--- src/verilog/accel_pkg.sv ---
package accel_pkg;

	//////////////////////////////
	// widths
	//////////////////////////////

	// tag number carried by every memory command
	typedef logic [7:0] command_tag_t;

	// compute unit index
	typedef logic [3:0] cu_id_t;

	// command kind, read or write, the rest reserved
	typedef logic [1:0] command_type_t;

	//////////////////////////////
	// owner record per tag
	//////////////////////////////

	// cu id sits above the command type
	localparam int line_cu_msb   = 5;
	localparam int line_type_msb = 1;

	// {cu_id_t, command_type_t}
	typedef logic [line_cu_msb:0] tag_line_t;

	//////////////////////////////
	// tag pool fsm
	//////////////////////////////

	typedef enum logic [1:0] {
		TAG_BUFFER_RESET,
		TAG_BUFFER_INIT,
		TAG_BUFFER_READY
	} tag_buffer_state;

endpackage

--- src/verilog/fifo.sv ---
module fifo #(
	parameter int WIDTH = 8,
	parameter int DEPTH = 16
) (
	input  logic             clock,
	input  logic             rstn,
	input  logic             push,
	input  logic [WIDTH-1:0] data_in,
	output logic             full,
	output logic             almost_full,
	input  logic             pop,
	output logic             valid,
	output logic [WIDTH-1:0] data_out,
	output logic             empty
);

	localparam int AW = (DEPTH > 1) ? $clog2(DEPTH) : 1;
	localparam int CW = $clog2(DEPTH + 1);

	logic [WIDTH-1:0] mem [DEPTH];
	logic [AW-1:0]    wr_ptr;
	logic [AW-1:0]    rd_ptr;
	logic [CW-1:0]    count;
	logic             do_push;
	logic             do_pop;

	// pop on empty is dropped, push on full only with a pop
	assign do_pop  = pop & ~empty;
	assign do_push = push & (~full | do_pop);

	assign empty       = (count == '0);
	assign full        = (count == CW'(DEPTH));
	assign almost_full = (count >= CW'(DEPTH - 1));

	// head word shows without a pop
	assign valid    = ~empty;
	assign data_out = mem[rd_ptr];

	always_ff @(posedge clock) begin
		if (do_push)
			mem[wr_ptr] <= data_in;
	end

	// pointers wrap at depth, not at a power of two
	always_ff @(posedge clock or negedge rstn) begin
		if (!rstn) begin
			wr_ptr <= '0;
			rd_ptr <= '0;
			count  <= '0;
		end else begin
			if (do_push)
				wr_ptr <= (wr_ptr == AW'(DEPTH - 1)) ? '0 : wr_ptr + 1'b1;
			if (do_pop)
				rd_ptr <= (rd_ptr == AW'(DEPTH - 1)) ? '0 : rd_ptr + 1'b1;
			case ({do_push, do_pop})
				2'b10:   count <= count + 1'b1;
				2'b01:   count <= count - 1'b1;
				default: count <= count;
			endcase
		end
	end

endmodule

--- src/verilog/ram_2xrd.sv ---
module ram_2xrd #(
	parameter int WIDTH = 6,
	parameter int DEPTH = 16
) (
	input  logic                                     clock,
	input  logic                                     we,
	input  logic [((DEPTH > 1) ? $clog2(DEPTH) : 1)-1:0] wr_addr,
	input  logic [WIDTH-1:0]                         data_in,
	input  logic [((DEPTH > 1) ? $clog2(DEPTH) : 1)-1:0] rd_addr1,
	output logic [WIDTH-1:0]                         data_out1,
	input  logic [((DEPTH > 1) ? $clog2(DEPTH) : 1)-1:0] rd_addr2,
	output logic [WIDTH-1:0]                         data_out2
);

	logic [WIDTH-1:0] mem [DEPTH];

	// single write port
	always_ff @(posedge clock) begin
		if (we)
			mem[wr_addr] <= data_in;
	end

	// two independent async reads
	assign data_out1 = mem[rd_addr1];
	assign data_out2 = mem[rd_addr2];

endmodule

--- src/verilog/tag_control.sv ---
module tag_control #(
	parameter int TAG_COUNT = 16
) (
	input  logic                    clock,
	input  logic                    rstn,
	input  logic                    enabled_in,
	input  logic                    tag_response_valid,
	input  accel_pkg::command_tag_t response_tag,
	output accel_pkg::tag_line_t    response_tag_id_out,
	input  accel_pkg::command_tag_t data_read_tag,
	output accel_pkg::tag_line_t    data_read_tag_id_out,
	input  logic                    tag_command_valid,
	input  accel_pkg::tag_line_t    tag_command_id,
	output accel_pkg::command_tag_t command_tag_out,
	output logic                    tag_buffer_ready
);

	import accel_pkg::*;

	localparam int TAG_AW = (TAG_COUNT > 1) ? $clog2(TAG_COUNT) : 1;

	logic            enabled;
	tag_buffer_state current_state;
	tag_buffer_state next_state;
	command_tag_t    tag_counter;
	command_tag_t    fifo_data_in;
	command_tag_t    head_tag;
	logic            fifo_push;
	logic            fifo_pop;
	logic            fifo_full;
	logic            fifo_valid;
	logic            fifo_empty;
	logic            issue;

	//////////////////////////////
	// enable and pool fsm
	//////////////////////////////

	always_ff @(posedge clock or negedge rstn) begin
		if (!rstn)
			enabled <= 1'b0;
		else
			enabled <= enabled_in;
	end

	// disable forces reset, pool gets rebuilt on the way back
	always_ff @(posedge clock or negedge rstn) begin
		if (!rstn)
			current_state <= TAG_BUFFER_RESET;
		else if (!enabled)
			current_state <= TAG_BUFFER_RESET;
		else
			current_state <= next_state;
	end

	always_comb begin
		next_state = current_state;
		case (current_state)
			// leave once old tags are drained
			TAG_BUFFER_RESET: if (fifo_empty) next_state = TAG_BUFFER_INIT;
			// every tag pushed
			TAG_BUFFER_INIT:  if (fifo_full) next_state = TAG_BUFFER_READY;
			TAG_BUFFER_READY: next_state = TAG_BUFFER_READY;
			default:          next_state = TAG_BUFFER_RESET;
		endcase
	end

	// init counter, tag numbers 0 upwards
	always_ff @(posedge clock or negedge rstn) begin
		if (!rstn)
			tag_counter <= '0;
		else if (current_state == TAG_BUFFER_RESET)
			tag_counter <= '0;
		else if (current_state == TAG_BUFFER_INIT && !fifo_full)
			tag_counter <= tag_counter + 1'b1;
	end

	//////////////////////////////
	// fifo steering
	//////////////////////////////

	assign issue = tag_command_valid & fifo_valid & (current_state == TAG_BUFFER_READY);

	always_comb begin
		fifo_push    = 1'b0;
		fifo_pop     = 1'b0;
		fifo_data_in = response_tag;
		case (current_state)
			// drain leftovers from before the disable
			TAG_BUFFER_RESET: fifo_pop = ~fifo_empty;
			TAG_BUFFER_INIT: begin
				fifo_push    = ~fifo_full;
				fifo_data_in = tag_counter;
			end
			// returned tags in, issued tags out
			TAG_BUFFER_READY: begin
				fifo_push = tag_response_valid;
				fifo_pop  = issue;
			end
			default: fifo_push = 1'b0;
		endcase
	end

	assign tag_buffer_ready = (current_state == TAG_BUFFER_READY) & ~fifo_empty;
	assign command_tag_out  = head_tag;

	fifo #(
		.WIDTH($bits(command_tag_t)),
		.DEPTH(TAG_COUNT)
	) tag_fifo (
		.clock      (clock),
		.rstn       (rstn),
		.push       (fifo_push),
		.data_in    (fifo_data_in),
		.full       (fifo_full),
		.almost_full(),
		.pop        (fifo_pop),
		.valid      (fifo_valid),
		.data_out   (head_tag),
		.empty      (fifo_empty)
	);

	//////////////////////////////
	// tag to owner memory
	//////////////////////////////

	// owner written at the head tag on issue
	ram_2xrd #(
		.WIDTH($bits(tag_line_t)),
		.DEPTH(TAG_COUNT)
	) tag_ram (
		.clock    (clock),
		.we       (issue),
		.wr_addr  (head_tag[TAG_AW-1:0]),
		.data_in  (tag_command_id),
		.rd_addr1 (response_tag[TAG_AW-1:0]),
		.data_out1(response_tag_id_out),
		.rd_addr2 (data_read_tag[TAG_AW-1:0]),
		.data_out2(data_read_tag_id_out)
	);

endmodule

--- src/verilog/cu_credit_unit.sv ---
module cu_credit_unit #(
	parameter int CU_CREDITS = 3
) (
	input  logic                     clock,
	input  logic                     rstn,
	input  logic                     req,
	input  accel_pkg::command_type_t req_type,
	output logic                     req_ready,
	output logic                     pending,
	output accel_pkg::command_type_t pending_type,
	input  logic                     grant,
	input  logic                     credit_return
);

	localparam int CW = $clog2(CU_CREDITS + 1);

	logic          held;
	logic [CW-1:0] outstanding;

	// one slot only
	assign req_ready = ~held;
	// held request waits while credits run out
	assign pending   = held & (outstanding < CW'(CU_CREDITS));

	always_ff @(posedge clock or negedge rstn) begin
		if (!rstn)
			held <= 1'b0;
		else if (grant)
			held <= 1'b0;
		else if (req && !held)
			held <= 1'b1;
	end

	// type captured with the request
	always_ff @(posedge clock) begin
		if (req && !held)
			pending_type <= req_type;
	end

	// grant and return together cancel
	always_ff @(posedge clock or negedge rstn) begin
		if (!rstn)
			outstanding <= '0;
		else begin
			case ({grant, credit_return})
				2'b10:   outstanding <= outstanding + 1'b1;
				2'b01:   outstanding <= outstanding - 1'b1;
				default: outstanding <= outstanding;
			endcase
		end
	end

endmodule

--- src/verilog/command_arbiter.sv ---
module command_arbiter #(
	parameter int CU_COUNT = 4
) (
	input  logic                                    clock,
	input  logic                                    rstn,
	input  logic [CU_COUNT-1:0]                     pending,
	input  accel_pkg::command_type_t [CU_COUNT-1:0] pending_type,
	input  logic                                    tag_buffer_ready,
	output logic [CU_COUNT-1:0]                     grant,
	output logic                                    tag_command_valid,
	output accel_pkg::tag_line_t                    tag_command_id
);

	import accel_pkg::*;

	localparam int IW = (CU_COUNT > 1) ? $clog2(CU_COUNT) : 1;

	logic [IW-1:0] rr_ptr;
	logic [IW-1:0] winner;
	logic          found;

	// first pending unit at or after the pointer
	always_comb begin : pick
		int unsigned idx;
		found  = 1'b0;
		winner = '0;
		for (int i = 0; i < CU_COUNT; i++) begin
			idx = int'(rr_ptr) + i;
			if (idx >= CU_COUNT)
				idx = idx - CU_COUNT;
			if (!found && pending[idx]) begin
				found  = 1'b1;
				winner = IW'(idx);
			end
		end
	end

	// no tags, no grant
	assign tag_command_valid = found & tag_buffer_ready;

	always_comb begin
		grant         = '0;
		grant[winner] = tag_command_valid;
	end

	// owner record of the winner
	always_comb begin
		tag_command_id                            = '0;
		tag_command_id[line_cu_msb:line_type_msb+1] = cu_id_t'(winner);
		tag_command_id[line_type_msb:0]           = pending_type[winner];
	end

	// priority moves just past the last grant
	always_ff @(posedge clock or negedge rstn) begin
		if (!rstn)
			rr_ptr <= '0;
		else if (tag_command_valid)
			rr_ptr <= (winner == IW'(CU_COUNT - 1)) ? '0 : winner + 1'b1;
	end

endmodule

--- src/verilog/response_router.sv ---
module response_router #(
	parameter int CU_COUNT = 4
) (
	input  logic                     clock,
	input  logic                     rstn,
	input  logic                     tag_response_valid,
	input  accel_pkg::tag_line_t     response_line,
	output logic [CU_COUNT-1:0]      response_done,
	output accel_pkg::command_type_t response_type,
	output logic [CU_COUNT-1:0]      credit_return
);

	import accel_pkg::*;

	cu_id_t              owner_cu;
	logic [CU_COUNT-1:0] done_next;
	logic [CU_COUNT-1:0] done_q;

	assign owner_cu = response_line[line_cu_msb:line_type_msb+1];

	// one-hot owner decode
	always_comb begin
		for (int i = 0; i < CU_COUNT; i++)
			done_next[i] = tag_response_valid && (owner_cu == cu_id_t'(i));
	end

	always_ff @(posedge clock or negedge rstn) begin
		if (!rstn)
			done_q <= '0;
		else
			done_q <= done_next;
	end

	always_ff @(posedge clock) begin
		if (tag_response_valid)
			response_type <= response_line[line_type_msb:0];
	end

	// completion doubles as the credit back
	assign response_done = done_q;
	assign credit_return = done_q;

endmodule

--- src/verilog/tag_subsystem_top.sv ---
module tag_subsystem_top #(
	parameter int TAG_COUNT  = 16,
	parameter int CU_COUNT   = 4,
	parameter int CU_CREDITS = 3
) (
	input  logic                                    clock,
	input  logic                                    rstn,
	input  logic                                    enabled_in,
	input  logic [CU_COUNT-1:0]                     cu_req,
	input  accel_pkg::command_type_t [CU_COUNT-1:0] cu_req_type,
	output logic [CU_COUNT-1:0]                     cu_req_ready,
	output logic                                    command_valid,
	output accel_pkg::command_tag_t                 command_tag,
	output accel_pkg::cu_id_t                       command_cu,
	output accel_pkg::command_type_t                command_type,
	input  logic                                    tag_response_valid,
	input  accel_pkg::command_tag_t                 response_tag,
	output logic [CU_COUNT-1:0]                     response_done,
	output accel_pkg::command_type_t                response_type,
	input  accel_pkg::command_tag_t                 data_read_tag,
	output accel_pkg::cu_id_t                       data_read_cu,
	output accel_pkg::command_type_t                data_read_type,
	output logic                                    tags_ready
);

	import accel_pkg::*;

	logic [CU_COUNT-1:0]          pending;
	command_type_t [CU_COUNT-1:0] pending_type;
	logic [CU_COUNT-1:0]          grant;
	logic [CU_COUNT-1:0]          credit_return;
	logic                         tag_command_valid;
	logic                         tag_buffer_ready;
	tag_line_t                    tag_command_id;
	tag_line_t                    response_line;
	tag_line_t                    data_read_line;

	//////////////////////////////
	// per unit credit
	//////////////////////////////

	for (genvar i = 0; i < CU_COUNT; i++) begin : g_cu
		cu_credit_unit #(
			.CU_CREDITS(CU_CREDITS)
		) credit (
			.clock        (clock),
			.rstn         (rstn),
			.req          (cu_req[i]),
			.req_type     (cu_req_type[i]),
			.req_ready    (cu_req_ready[i]),
			.pending      (pending[i]),
			.pending_type (pending_type[i]),
			.grant        (grant[i]),
			.credit_return(credit_return[i])
		);
	end

	//////////////////////////////
	// arbitration and tags
	//////////////////////////////

	command_arbiter #(
		.CU_COUNT(CU_COUNT)
	) arbiter (
		.clock            (clock),
		.rstn             (rstn),
		.pending          (pending),
		.pending_type     (pending_type),
		.tag_buffer_ready (tag_buffer_ready),
		.grant            (grant),
		.tag_command_valid(tag_command_valid),
		.tag_command_id   (tag_command_id)
	);

	tag_control #(
		.TAG_COUNT(TAG_COUNT)
	) tags (
		.clock               (clock),
		.rstn                (rstn),
		.enabled_in          (enabled_in),
		.tag_response_valid  (tag_response_valid),
		.response_tag        (response_tag),
		.response_tag_id_out (response_line),
		.data_read_tag       (data_read_tag),
		.data_read_tag_id_out(data_read_line),
		.tag_command_valid   (tag_command_valid),
		.tag_command_id      (tag_command_id),
		.command_tag_out     (command_tag),
		.tag_buffer_ready    (tag_buffer_ready)
	);

	response_router #(
		.CU_COUNT(CU_COUNT)
	) router (
		.clock             (clock),
		.rstn              (rstn),
		.tag_response_valid(tag_response_valid),
		.response_line     (response_line),
		.response_done     (response_done),
		.response_type     (response_type),
		.credit_return     (credit_return)
	);

	// command fields split from the owner record
	assign command_valid  = tag_command_valid;
	assign command_cu     = tag_command_id[line_cu_msb:line_type_msb+1];
	assign command_type   = tag_command_id[line_type_msb:0];
	assign data_read_cu   = data_read_line[line_cu_msb:line_type_msb+1];
	assign data_read_type = data_read_line[line_type_msb:0];
	assign tags_ready     = tag_buffer_ready;

endmodule

--- config.mk ---
export PLATFORM = sky130hd
export DESIGN_NAME = tag_subsystem_top
export DESIGN_NICKNAME = d
export VERILOG_FILES = /design/src/verilog/accel_pkg.sv /design/src/verilog/fifo.sv /design/src/verilog/ram_2xrd.sv /design/src/verilog/tag_control.sv /design/src/verilog/cu_credit_unit.sv /design/src/verilog/command_arbiter.sv /design/src/verilog/response_router.sv /design/src/verilog/tag_subsystem_top.sv
export SDC_FILE = /design/constraint.sdc
export NUM_CORES = 1
export LEC_CHECK = 0
export BUFFER_PORTS_ARGS = -buffer_cell sky130_fd_sc_hd__buf_2
export CORE_MARGIN = 3
export CORE_UTILIZATION = 35
export CTS_CLUSTER_SIZE = 16
export DETAILED_ROUTE_END_ITERATION = 6
export GPL_TIMING_DRIVEN = 1
export HOLD_SLACK_MARGIN = 0.1
export PLACE_DENSITY_LB_ADDON = 0.2
export SLEW_MARGIN = 20
export SYNTH_ARGS = -nofsm -noshare
export SYNTH_HDL_FRONTEND = slang
export SYNTH_HIERARCHICAL = 1
export SYNTH_SLANG_ARGS = --single-unit
--- constraint.sdc ---
create_clock -name clock -period 3.7 [get_ports clock]
set_input_delay 0.37 -clock clock [delete_from_list [all_inputs] [get_ports clock]]
set_output_delay 0.37 -clock clock [all_outputs]
set_load 0.005 [all_outputs]
==> results of run 1 <==
## power breakdown
| group | leakage, nW | switching (mW) | internal, mW |
|---|---|---|---|
| Clock | 0.468 | 1.15 | 1.71 |
| Combinational | 2.17 | 1.71 | 1.33 |
| Sequential | 2.63 | 0.275 | 3.85 |
| Total | 5.26 | 3.13 | 6.88 |
## layout make-up
type | instances | area, µm² | area share, %
Inverter | 37 | 139 | 0.949
Clock inverter | 20 | 200 | 1.37
Multi-Input combinational cell | 399 | 4120 | 28.2
Tap cell | 455 | 569 | 3.89
Timing Repair Buffer | 118 | 781 | 5.34
Clock buffer | 33 | 741 | 5.06
Sequential cell | 276 | 8080 | 55.2
## final timing paths
check / cells after the start / from / endpoint / slack [ns]
worst max-delay path: 18 / tags/tag_fifo/count[2] / tags/tag_fifo/count[4] / 0.26
worst min-delay path: 3 / tag_response_valid / router/credit_return[3] / 0.17
worst max register to register: 18 / tags/tag_fifo/count[2] / tags/tag_fifo/count[4] / 0.26
worst min register to register: 1 / g_cu[2].credit/outstanding[1] / g_cu[2].credit/outstanding[1] / 0.47
max in group asynchronous: 2 / rstn / tags/tag_fifo/rd_ptr[0] / 2.91
min in group asynchronous: 2 / rstn / tags/tag_fifo/wr_ptr[3] / 0.37
## registers in the layout, summed over array words and instances, names as in the netlist
signal / flops
g_cu.credit/held: 4
tags/enabled: 1
tags/tag_fifo/rd_ptr: 4
tags/tag_fifo/mem: 128
tags/tag_fifo/count: 5
g_cu.credit/pending_type: 8
router/credit_return: 4
arbiter/rr_ptr: 2
router/response_type: 2
tags/current_state: 2
tags/tag_ram/mem: 96
tags/tag_counter: 8
g_cu.credit/outstanding: 8
tags/tag_fifo/wr_ptr: 4
## repair_timing
action,4_1_cts,5_1_grt
endpoints found under the setup margin,0,1
setup buffers,0,3
endpoints found under the hold margin,55,0
hold buffers,14,0
gates resized for setup,0,4
## layout by cell type, fill, tap and decap left out, types with 3 or more instances in the layout
| cell | instances |
|---|---|
| inv_1 | 35 |
| and3_1 | 4 |
| mux2_4 | 10 |
| clkbuf_1 | 4 |
| a21oi_1 | 12 |
| xor2_1 | 6 |
| nor2_1 | 47 |
| nand2b_1 | 10 |
| mux2_2 | 15 |
| buf_2 | 56 |
| o21ai_1 | 14 |
| ha_1 | 17 |
| nand2_1 | 33 |
| dlygate4sd3_1 | 14 |
| a21boi_0 | 3 |
| o21ai_0 | 6 |
| a221o_1 | 8 |
| a21o_1 | 3 |
| mux4_1 | 24 |
| buf_4 | 48 |
| nor3_1 | 11 |
| clkbuf_16 | 29 |
| bufinv_16 | 4 |
| dfrtp_1 | 40 |
| xnor2_1 | 14 |
| o221ai_2 | 8 |
| mux4_2 | 48 |
| clkinv_2 | 8 |
| nor2b_1 | 21 |
| o22ai_1 | 4 |
| edfxtp_1 | 234 |
| a22o_1 | 3 |
| mux2i_1 | 6 |
| nand3_1 | 9 |
| a22oi_1 | 25 |
| clkinv_1 | 6 |
## per-stage QoR
| step | instances | hold slack (ns) | power (mW) | instance area [µm²] |
|---|---|---|---|---|
| after floorplan | 753 | 0.0744 | 6.27 | 12600 |
| after global placement | 1268 | 0.456 | 7.19 | 13500 |
| after detailed placement | 1268 | 0.457 | 7.21 | 13500 |
| after CTS | 1335 | 0.153 | 10.1 | 14600 |
| after global routing | 1338 | 0.166 | 10.6 | 14600 |
| final | 1338 | 0.171 | 10.0 | 14600 |
## worst max-delay path, cell delays in order (launching register included)
cell and delay (ns):
dfrtp_1 0.41, nor4_4 0.31, nand2_1 0.13, inv_2 0.10
nor2b_1 0.06, o41ai_1 0.09, inv_1 0.11, and3_1 0.19
o21bai_1 0.18, o21a_1 0.23, inv_2 0.10, ha_4 0.16
inv_1 0.07, fa_1 0.40, nor2b_1 0.13, o21ai_1 0.08
nand3_1 0.08, or3b_1 0.36, xnor2_1 0.13
## per-layer routing
metal  vias up  share of wire [%]  global-route usage [%]
li1       3205                  -                       -
met1      3573                 45                    20.5
met2       166                 48                    24.3
met3        46                3.7                    1.91
met4         0                3.2                    4.65
met5         -                  0                       0
==> qor.txt, run 1 <==
SYNTH
------------------------------------------------------------------------------------------------------
Post-Synthesis Cell Area ................................................................   0.0126 mm²
Gate count of the mapped netlist ........................................................          752
Synth warnings ..........................................................................            6
Mapped Avg Cell Area ....................................................................     16.8 µm²

STA
------------------------------------------------------------------------------------------------------
# setup viols final .....................................................................            0
Pins over their slew limit ..............................................................            0
Minimum setup slack in the final design .................................................     0.262 ns
Slew of the pin with the lowest slew margin .............................................      1.08 ns
Slew HR .................................................................................        27.5%
Fin Clk Skew ............................................................................    0.0130 ns
Upper clock frequency limit .............................................................      291 MHz
Final Critical Period ...................................................................      3.44 ns
Crit share post-route ...................................................................        92.9%
Total negative setup slack ..............................................................         0 ns
Number of hold violations in the final report ...........................................            0
Unrepaired setup endpoints after global routing .........................................        false

CTS
------------------------------------------------------------------------------------------------------
CTS HTree Levels ........................................................................            1
Max Root-Sink Buffers ...................................................................            3
Clock tree root buffer cell .............................................................    clkbuf_16
Total number of clock tree sinks ........................................................          276
Clock transition at the register clock pins on the worst setup and hold paths after CTS .      0.06 ns
Insertion delay to the later sink of the worst-skew pair ................................      0.54 ns
TritonCTS buffer count ..................................................................           29
TritonCTS clock tree ....................................................................         done

PLACEMENT
------------------------------------------------------------------------------------------------------
Post-detail-place hpwl ..................................................................     19000 µm
Final Wtd Congestion ....................................................................        0.800
Worst setup timing slack at the placement stage .........................................     0.111 ns
IO Port Bufs ............................................................................           57

DRT
------------------------------------------------------------------------------------------------------
Residual DRC count ......................................................................            0
Final routed wirelength across all metal layers .........................................     28100 µm
Violation count after the first detailed-routing iteration ..............................          427
Count of antenna-violating nets left after detailed routing .............................            0
Wirelength per Cell .....................................................................      21.0 µm
Vias ....................................................................................         6990
Iteration count of the initial detailed-routing pass ....................................            4
Post-detailed-route via-to-cell ratio ...................................................         5.22

LAYOUT
------------------------------------------------------------------------------------------------------
Filler instances ........................................................................         3213
Post-layout util ........................................................................        41.7%
Diodes inserted .........................................................................            0
Layout cells sized above 1 ..............................................................        27.3%
Area growth from synthesis to layout ....................................................        15.7%
Number of nets in the final layout ......................................................          912

FLOORPLAN
------------------------------------------------------------------------------------------------------
Full die area ...........................................................................   0.0384 mm²
Area inside the core boundary ...........................................................   0.0351 mm²
Vertical die dimension ..................................................................       196 µm
Row Count ...............................................................................           68
Initial cell density of the core ........................................................        36.1%
Ports ...................................................................................           64
Die Span X ..............................................................................       196 µm

WORST HOLD PATH
------------------------------------------------------------------------------------------------------
Type of the worst min-delay path ........................................................ input pin to flip-flop

SETUP PATH
------------------------------------------------------------------------------------------------------
WP data required ........................................................................      4.12 ns
CP Max Fanout ...........................................................................            4
Kind of start point of the critical path ................................................    flip-flop
Worst setup path category ............................................................... flip-flop to flip-flop
Arrival time of data at the critical path endpoint ......................................      3.86 ns
Crit end category .......................................................................    flip-flop

POWER
------------------------------------------------------------------------------------------------------
Power per unit of standard cell area ....................................................   685 mW/mm²
Total leakage power .....................................................................      5.26 nW
VDD IR max ..............................................................................       558 µV

GRT
------------------------------------------------------------------------------------------------------
Wire length of the first global-routing pass ............................................     43600 µm
Largest net degree at the start of global routing .......................................           43
Overall Global Routing Usage ............................................................        14.7%
Via count of the first global-routing pass ..............................................         7166
Initial antenna violation count .........................................................            0
Aggregate global routing overflow .......................................................            0

RUN
------------------------------------------------------------------------------------------------------
Max-cap check violation count ...........................................................            0

STATUS
------------------------------------------------------------------------------------------------------
Outcome ................................................................................. complete, no violations

Note: power is estimated with default switching activity, not from simulation.
==> inputs of run 2 (changes only) <==
Settings changed: PLACE_DENSITY from default to 0.54, PLACE_DENSITY_LB_ADDON 0.2 to default, SKIP_LAST_GASP from default to 1.
==> qor.txt, run 2 (synthesized netlist as in run 1, its figures left out) <==
STA
------------------------------------------------------------------------------------------------------
Pins over their slew limit ..............................................................            0
Final Critical Period ...................................................................      3.43 ns
Slew HR .................................................................................        31.3%
Slew of the pin with the lowest slew margin .............................................      1.03 ns
Upper clock frequency limit .............................................................      292 MHz
Crit share post-route ...................................................................        92.7%
# setup viols final .....................................................................            0
Fin Clk Skew ............................................................................    0.0127 ns
Number of hold violations in the final report ...........................................            0
Hold Worst Slack ........................................................................     0.137 ns

DRT
------------------------------------------------------------------------------------------------------
Violation count after the first detailed-routing iteration ..............................          566
Post-detailed-route via-to-cell ratio ...................................................         5.23
Count of antenna-violating nets left after detailed routing .............................            0
Wirelength per Cell .....................................................................      21.0 µm
Residual DRC count ......................................................................            0
Final routed wirelength across all metal layers .........................................     27900 µm
Vias ....................................................................................         6961
Iteration count of the initial detailed-routing pass ....................................            5

CTS
------------------------------------------------------------------------------------------------------
Insertion delay to the later sink of the worst-skew pair ................................      0.54 ns
TritonCTS buffer count ..................................................................           29
Total number of clock tree sinks ........................................................          276
TritonCTS clock tree ....................................................................         done
Max Root-Sink Buffers ...................................................................            3
CTS HTree Levels ........................................................................            1
Post-CTS setup buffer count .............................................................            0
Clock tree root buffer cell .............................................................    clkbuf_16
Clock transition at the register clock pins on the worst setup and hold paths after CTS .      0.06 ns

SETUP PATH
------------------------------------------------------------------------------------------------------
WP data required ........................................................................      4.12 ns
CP max stage delay ......................................................................      0.44 ns
Setup slack on the worst flop-to-flop path ..............................................      0.27 ns
CP max-delay cell .......................................................................      dfrtp_2
Count of cells along the worst register-to-register path ................................           18
R2R Path Start .......................................................................... tags/tag_fifo/count[2]
Worst setup path category ............................................................... flip-flop to flip-flop
Crit end category .......................................................................    flip-flop
Cells traversed along the worst timing path ............................................. nor4_4 -> nand2_1 -> inv_2 -> nor2b_1 -> o41ai_1 -> inv_1 -> and3_1 -> o21bai_1 -> o21a_1 -> inv_2 -> ha_4 -> inv_1 -> fa_2 -> nor2b_1 -> o21ai_1 -> nand3_1 -> or3b_1 -> xnor2_1
CP Max Fanout ...........................................................................            4
Kind of start point of the critical path ................................................    flip-flop
Arrival time of data at the critical path endpoint ......................................      3.85 ns
R2R Path End ............................................................................ tags/tag_fifo/count[4]

GRT
------------------------------------------------------------------------------------------------------
Largest net degree at the start of global routing .......................................           43
Wire length of the first global-routing pass ............................................     43200 µm
Aggregate global routing overflow .......................................................            0
Initial antenna violation count .........................................................            0
Via count of the first global-routing pass ..............................................         7070
Overall Global Routing Usage ............................................................        14.5%

LAYOUT
------------------------------------------------------------------------------------------------------
Area growth from synthesis to layout ....................................................        15.1%
Leading cell types in the layout, fill and taps excluded ................................ edfxtp_1 (234), buf_2 (57), mux4_2 (48), nor2_1 (47), buf_4 (40)
Max FFs per register ....................................................................          128
Layout cells sized above 1 ..............................................................        26.4%
Most flop-heavy register ................................................................ tags/tag_fifo/mem
Largest registers ranked by flip-flop count ............................................. tags/tag_fifo/mem (128), tags/tag_ram/mem (96)
Post-layout util ........................................................................        41.5%
Diodes inserted .........................................................................            0
Most common cell after layout, fill and taps aside ......................................     edfxtp_1
Design area .............................................................................   0.0146 mm²
Non-filler cells, final .................................................................         1331
Number of nets in the final layout ......................................................          905
Filler instances ........................................................................         3211

FLOORPLAN
------------------------------------------------------------------------------------------------------
Vertical die dimension ..................................................................       196 µm
Row Count ...............................................................................           68
Full die area ...........................................................................   0.0384 mm²
Area inside the core boundary ...........................................................   0.0351 mm²
Die Span X ..............................................................................       196 µm
Initial cell density of the core ........................................................        36.1%
Ports ...................................................................................           64

POWER
------------------------------------------------------------------------------------------------------
Power per unit of standard cell area ....................................................   683 mW/mm²
Total leakage power .....................................................................      5.19 nW
PnR Total Power .........................................................................      9.94 mW
VDD IR max ..............................................................................       470 µV

WORST HOLD PATH
------------------------------------------------------------------------------------------------------
Startpoint of the tightest hold check path .............................................. tag_response_valid
Type of the worst min-delay path ........................................................ input pin to flip-flop
Sink of the worst hold path ............................................................. router/response_type[0]
Number of cells on the worst hold path ..................................................            1

PLACEMENT
------------------------------------------------------------------------------------------------------
IO Port Bufs ............................................................................           57
Post-detail-place hpwl ..................................................................     18700 µm
Final Wtd Congestion ....................................................................        0.768
Placed Instances ........................................................................         1264
Area post-placement .....................................................................   0.0135 mm²

STATUS
------------------------------------------------------------------------------------------------------
Outcome ................................................................................. complete, no violations

RUN
------------------------------------------------------------------------------------------------------
Max-cap check violation count ...........................................................            0

## run 2: cell types whose count changed in the layout (fill, tap and decap cells not counted)
cell / before / now
buf_4: 48 / 40
clkinv_2: 8 / 2
clkinv_1: 6 / 11
clkinvlp_4: 0 / 2
buf_2: 56 / 57
bufinv_16: 4 / 3
dfrtp_1: 40 / 39
dfrtp_2: 2 / 3
fa_1: 1 / 0
fa_2: 0 / 1
## run 2: repair_timing
action                                 in CTS  in global routing
gates resized for setup                     0                  6
endpoints found under the hold margin      55                  0
setup endpoints to repair                   0                  1
hold buffers                               14                  0
## run 2: through the flow
step                setup slack, ns  TNS [ns]
floorplan                    0.0737         0
CTS                           0.100         0
global route               -0.00249  -0.00249
global placement              0.203         0
finish                        0.271         0
detailed placement            0.137         0
## run 2: worst max-delay path by stage
| stage | start | to | slack [ns] | depth (start not counted) |
|---|---|---|---|---|
| detailed placement | tags/tag_fifo/count[1] | tags/tag_fifo/count[4] | 0.14 | 18 |
| global route | tags/tag_fifo/count[2] | tags/tag_fifo/count[4] | -0.002 | 18 |
| finish | tags/tag_fifo/count[2] | tags/tag_fifo/count[4] | 0.27 | 18 |
| CTS | tags/tag_fifo/count[1] | tags/tag_fifo/count[4] | 0.10 | 18 |
| floorplan | g_cu[3].credit/held | tags/tag_fifo/count[4] | 0.07 | 16 |
| global placement | tags/tag_fifo/count[1] | tags/tag_fifo/count[4] | 0.20 | 18 |
## run 2: worst max-delay path, delay by kind of cell (launching register included)
family,cells,cell delay (ns)
AO/OA/AOI/OAI,4,0.57
AND/OR/NAND/NOR,7,1.25
flip-flops,1,0.44
XOR/XNOR,1,0.13
adder cells (fa/ha/maj),2,0.53
buffers and inverters,4,0.38
## run 2: cell type report
| type | count | area [µm²] | area share [%] |
|---|---|---|---|
| clock buffer | 33 | 741 | 5.09 |
| clock inverter | 20 | 174 | 1.20 |
| inverter | 37 | 139 | 0.954 |
| multi-input combinational | 399 | 4120 | 28.3 |
| sequential | 276 | 8080 | 55.5 |
| tap | 455 | 569 | 3.91 |
| timing repair buffer | 111 | 726 | 4.99 |
## run 2: routing by layer
layer | share of wire [%] | up-vias | GRT usage (%)
met2 | 48 | 180 | 23.9
li1 | - | 3180 | -
met5 | 0 | - | 0
met4 | 2.6 | 0 | 3.83
met3 | 4.9 | 50 | 1.91
met1 | 44 | 3551 | 20.3
## run 2: where the power goes
part	switching (mW)	internal, mW	total (mW)
sequential	0.296	3.85	4.14
clock	1.16	1.64	2.80
combinational	1.69	1.31	3.00
==> inputs of run 3 (changes only) <==
Settings changed: CORE_MARGIN 3 to default, PLACE_DENSITY 0.54 to 0.56.
==> qor.txt, run 3 (synthesized netlist as in run 1, its figures left out) <==
STATUS
------------------------------------------------------------------------------------------------------
Outcome ................................................................................. complete, no violations

LAYOUT
------------------------------------------------------------------------------------------------------
Number of nets in the final layout ......................................................          909
Max FFs per register ....................................................................          128
Area growth from synthesis to layout ....................................................        15.9%
Filler instances ........................................................................         3203
Layout cells sized above 1 ..............................................................        27.7%
Largest registers ranked by flip-flop count ............................................. tags/tag_fifo/mem (128), tags/tag_ram/mem (96)
Most common cell after layout, fill and taps aside ......................................     edfxtp_1
Most flop-heavy register ................................................................ tags/tag_fifo/mem
Diodes inserted .........................................................................            0
Leading cell types in the layout, fill and taps excluded ................................ edfxtp_1 (234), buf_2 (57), mux4_2 (48), nor2_1 (47), buf_4 (44)

CTS
------------------------------------------------------------------------------------------------------
Total number of clock tree sinks ........................................................          276
Clock tree root buffer cell .............................................................    clkbuf_16
Max Root-Sink Buffers ...................................................................            3
Clock transition at the register clock pins on the worst setup and hold paths after CTS .      0.06 ns
CTS HTree Levels ........................................................................            1
TritonCTS clock tree ....................................................................         done
Insertion delay to the later sink of the worst-skew pair ................................      0.55 ns
TritonCTS buffer count ..................................................................           29

FLOORPLAN
------------------------------------------------------------------------------------------------------
Die Span X ..............................................................................       192 µm
Ports ...................................................................................           64
Full die area ...........................................................................   0.0369 mm²
Area inside the core boundary ...........................................................   0.0356 mm²
Initial cell density of the core ........................................................        35.5%
Vertical die dimension ..................................................................       192 µm
Row Count ...............................................................................           69

PLACEMENT
------------------------------------------------------------------------------------------------------
IO Port Bufs ............................................................................           57
Worst setup timing slack at the placement stage .........................................     0.146 ns
Post-detail-place hpwl ..................................................................     18600 µm
Final Wtd Congestion ....................................................................        0.796

SETUP PATH
------------------------------------------------------------------------------------------------------
R2R Path Start .......................................................................... tags/tag_fifo/count[2]
Setup slack on the worst flop-to-flop path ..............................................      0.29 ns
Worst setup path category ............................................................... flip-flop to flip-flop
CP Max Fanout ...........................................................................            4
Crit end category .......................................................................    flip-flop
Arrival time of data at the critical path endpoint ......................................      3.84 ns
Kind of start point of the critical path ................................................    flip-flop
First element of the critical path ...................................................... tags/tag_fifo/count[2]
WP data required ........................................................................      4.13 ns

STA
------------------------------------------------------------------------------------------------------
# setup viols final .....................................................................            0
Fin Clk Skew ............................................................................    0.0131 ns
Upper clock frequency limit .............................................................      293 MHz
Crit share post-route ...................................................................        92.2%
Slew of the pin with the lowest slew margin .............................................      1.12 ns
Minimum setup slack in the final design .................................................     0.287 ns
Number of hold violations in the final report ...........................................            0
Slew HR .................................................................................        25.0%
Pins over their slew limit ..............................................................            0
Final Critical Period ...................................................................      3.41 ns
Hold Worst Slack ........................................................................     0.135 ns

POWER
------------------------------------------------------------------------------------------------------
Power per unit of standard cell area ....................................................   688 mW/mm²
Total leakage power .....................................................................      5.25 nW
Seq pwr share ...........................................................................        40.6%
Clock network power share ...............................................................        29.4%
Switching Share .........................................................................        31.2%
Combinational power share ...............................................................        29.9%
VDD IR max ..............................................................................       510 µV
Internal portion of total power .........................................................      6.94 mW
Net switching power of the design .......................................................      3.15 mW

DRT
------------------------------------------------------------------------------------------------------
Count of antenna-violating nets left after detailed routing .............................            0
Wirelength per Cell .....................................................................      20.5 µm
Iteration count of the initial detailed-routing pass ....................................            4
Post-detailed-route via-to-cell ratio ...................................................         5.16
Vias ....................................................................................         6928
Final routed wirelength across all metal layers .........................................     27500 µm
Residual DRC count ......................................................................            0
Violation count after the first detailed-routing iteration ..............................          442

WORST HOLD PATH
------------------------------------------------------------------------------------------------------
Startpoint of the tightest hold check path .............................................. tag_response_valid
Type of the worst min-delay path ........................................................ input pin to flip-flop

GRT
------------------------------------------------------------------------------------------------------
Initial antenna violation count .........................................................            0
Overall Global Routing Usage ............................................................        15.4%
Wire length of the first global-routing pass ............................................     42800 µm
Via count of the first global-routing pass ..............................................         7183
Aggregate global routing overflow .......................................................            0
Largest net degree at the start of global routing .......................................           43

RUN
------------------------------------------------------------------------------------------------------
Max-cap check violation count ...........................................................            0

[run 3: cell count changes in the layout (fill, tap and decap cells not counted), moves of 2 or more]
cell and change:
clkinv_1 -7, buf_4 +4, clkbuf_8 +3, clkinv_2 +3, inv_6 +2
[run 3: layout make-up]
class | count | area [µm²] | area share, %
clock buffers | 36 | 782 | 5.34
multi-input cells | 399 | 4110 | 28.1
repair buffers | 115 | 756 | 5.16
well taps | 461 | 577 | 3.94
inverters | 37 | 139 | 0.948
flip-flops and latches | 276 | 8080 | 55.2
clock inverters | 18 | 201 | 1.38
[run 3: metrics by stage]
step	util (%)	instance area, µm²	std cells	setup TNS, ns	total power, mW
2_1_floorplan	-	12600	753	0	6.27
3_3_place_gp	37.9	13500	1272	0	7.15
3_5_place_dp	37.9	13500	1272	0	7.18
4_1_cts	41.1	14600	1340	0	10.2
5_1_grt	41.2	14600	1342	-0.00232	10.7
6_report	41.2	14600	1342	0	10.1
[run 3: final timing paths]
check | to | cells after the start
hold reg to reg | g_cu[2].credit/outstanding[1] | 1
hold / removal | router/response_type[1] | 1
setup reg to reg | tags/tag_fifo/count[4] | 18
setup / recovery | tags/tag_fifo/count[4] | 18
min in group asynchronous | tags/tag_fifo/wr_ptr[2] | 2
max in group asynchronous | tags/tag_fifo/rd_ptr[1] | 2
[run 3: what timing repair did]
action                                 in CTS  in global routing
endpoints found under the hold margin      55                  0
gates resized for setup                     0                  5
hold buffers                               14                  0
setup buffers                               0                  2
setup endpoints to repair                   0                  1
[run 3: routing by layer]
| layer | vias to the layer above | wire length [µm] | track usage (%) |
|---|---|---|---|
| met5 | - | 0 | 0 |
| met4 | 0 | 684 | 4.12 |
| met1 | 3582 | 12500 | 20.9 |
| met2 | 124 | 13300 | 26.1 |
| li1 | 3184 | - | - |
| met3 | 38 | 1090 | 2.06 |
[run 3: power by group through the flow]
stage | Sequential (mW) | Combinational [mW] | Clock [mW]
finish | 4.10 | 3.02 | 2.97
global route | 4.13 | 3.36 | 3.18
CTS | 4.10 | 3.04 | 3.05
detailed placement | 4.16 | 3.01 | 0
global placement | 4.16 | 2.99 | 0
floorplan | 4.02 | 2.25 | 0
[run 3: critical path: stages (launching register included)]
cell and delay, ns:
dfrtp_1 0.40, nor4_2 0.31, nand2_1 0.13, inv_2 0.10, nor2b_2 0.07, o41ai_2 0.07
inv_1 0.10, and3_1 0.19, o21bai_1 0.18, o21a_1 0.23, inv_2 0.08, ha_2 0.21
inv_1 0.09, fa_2 0.35, nor2b_1 0.11, o21ai_1 0.09, nand3_1 0.09, or3b_1 0.36
xnor2_1 0.13
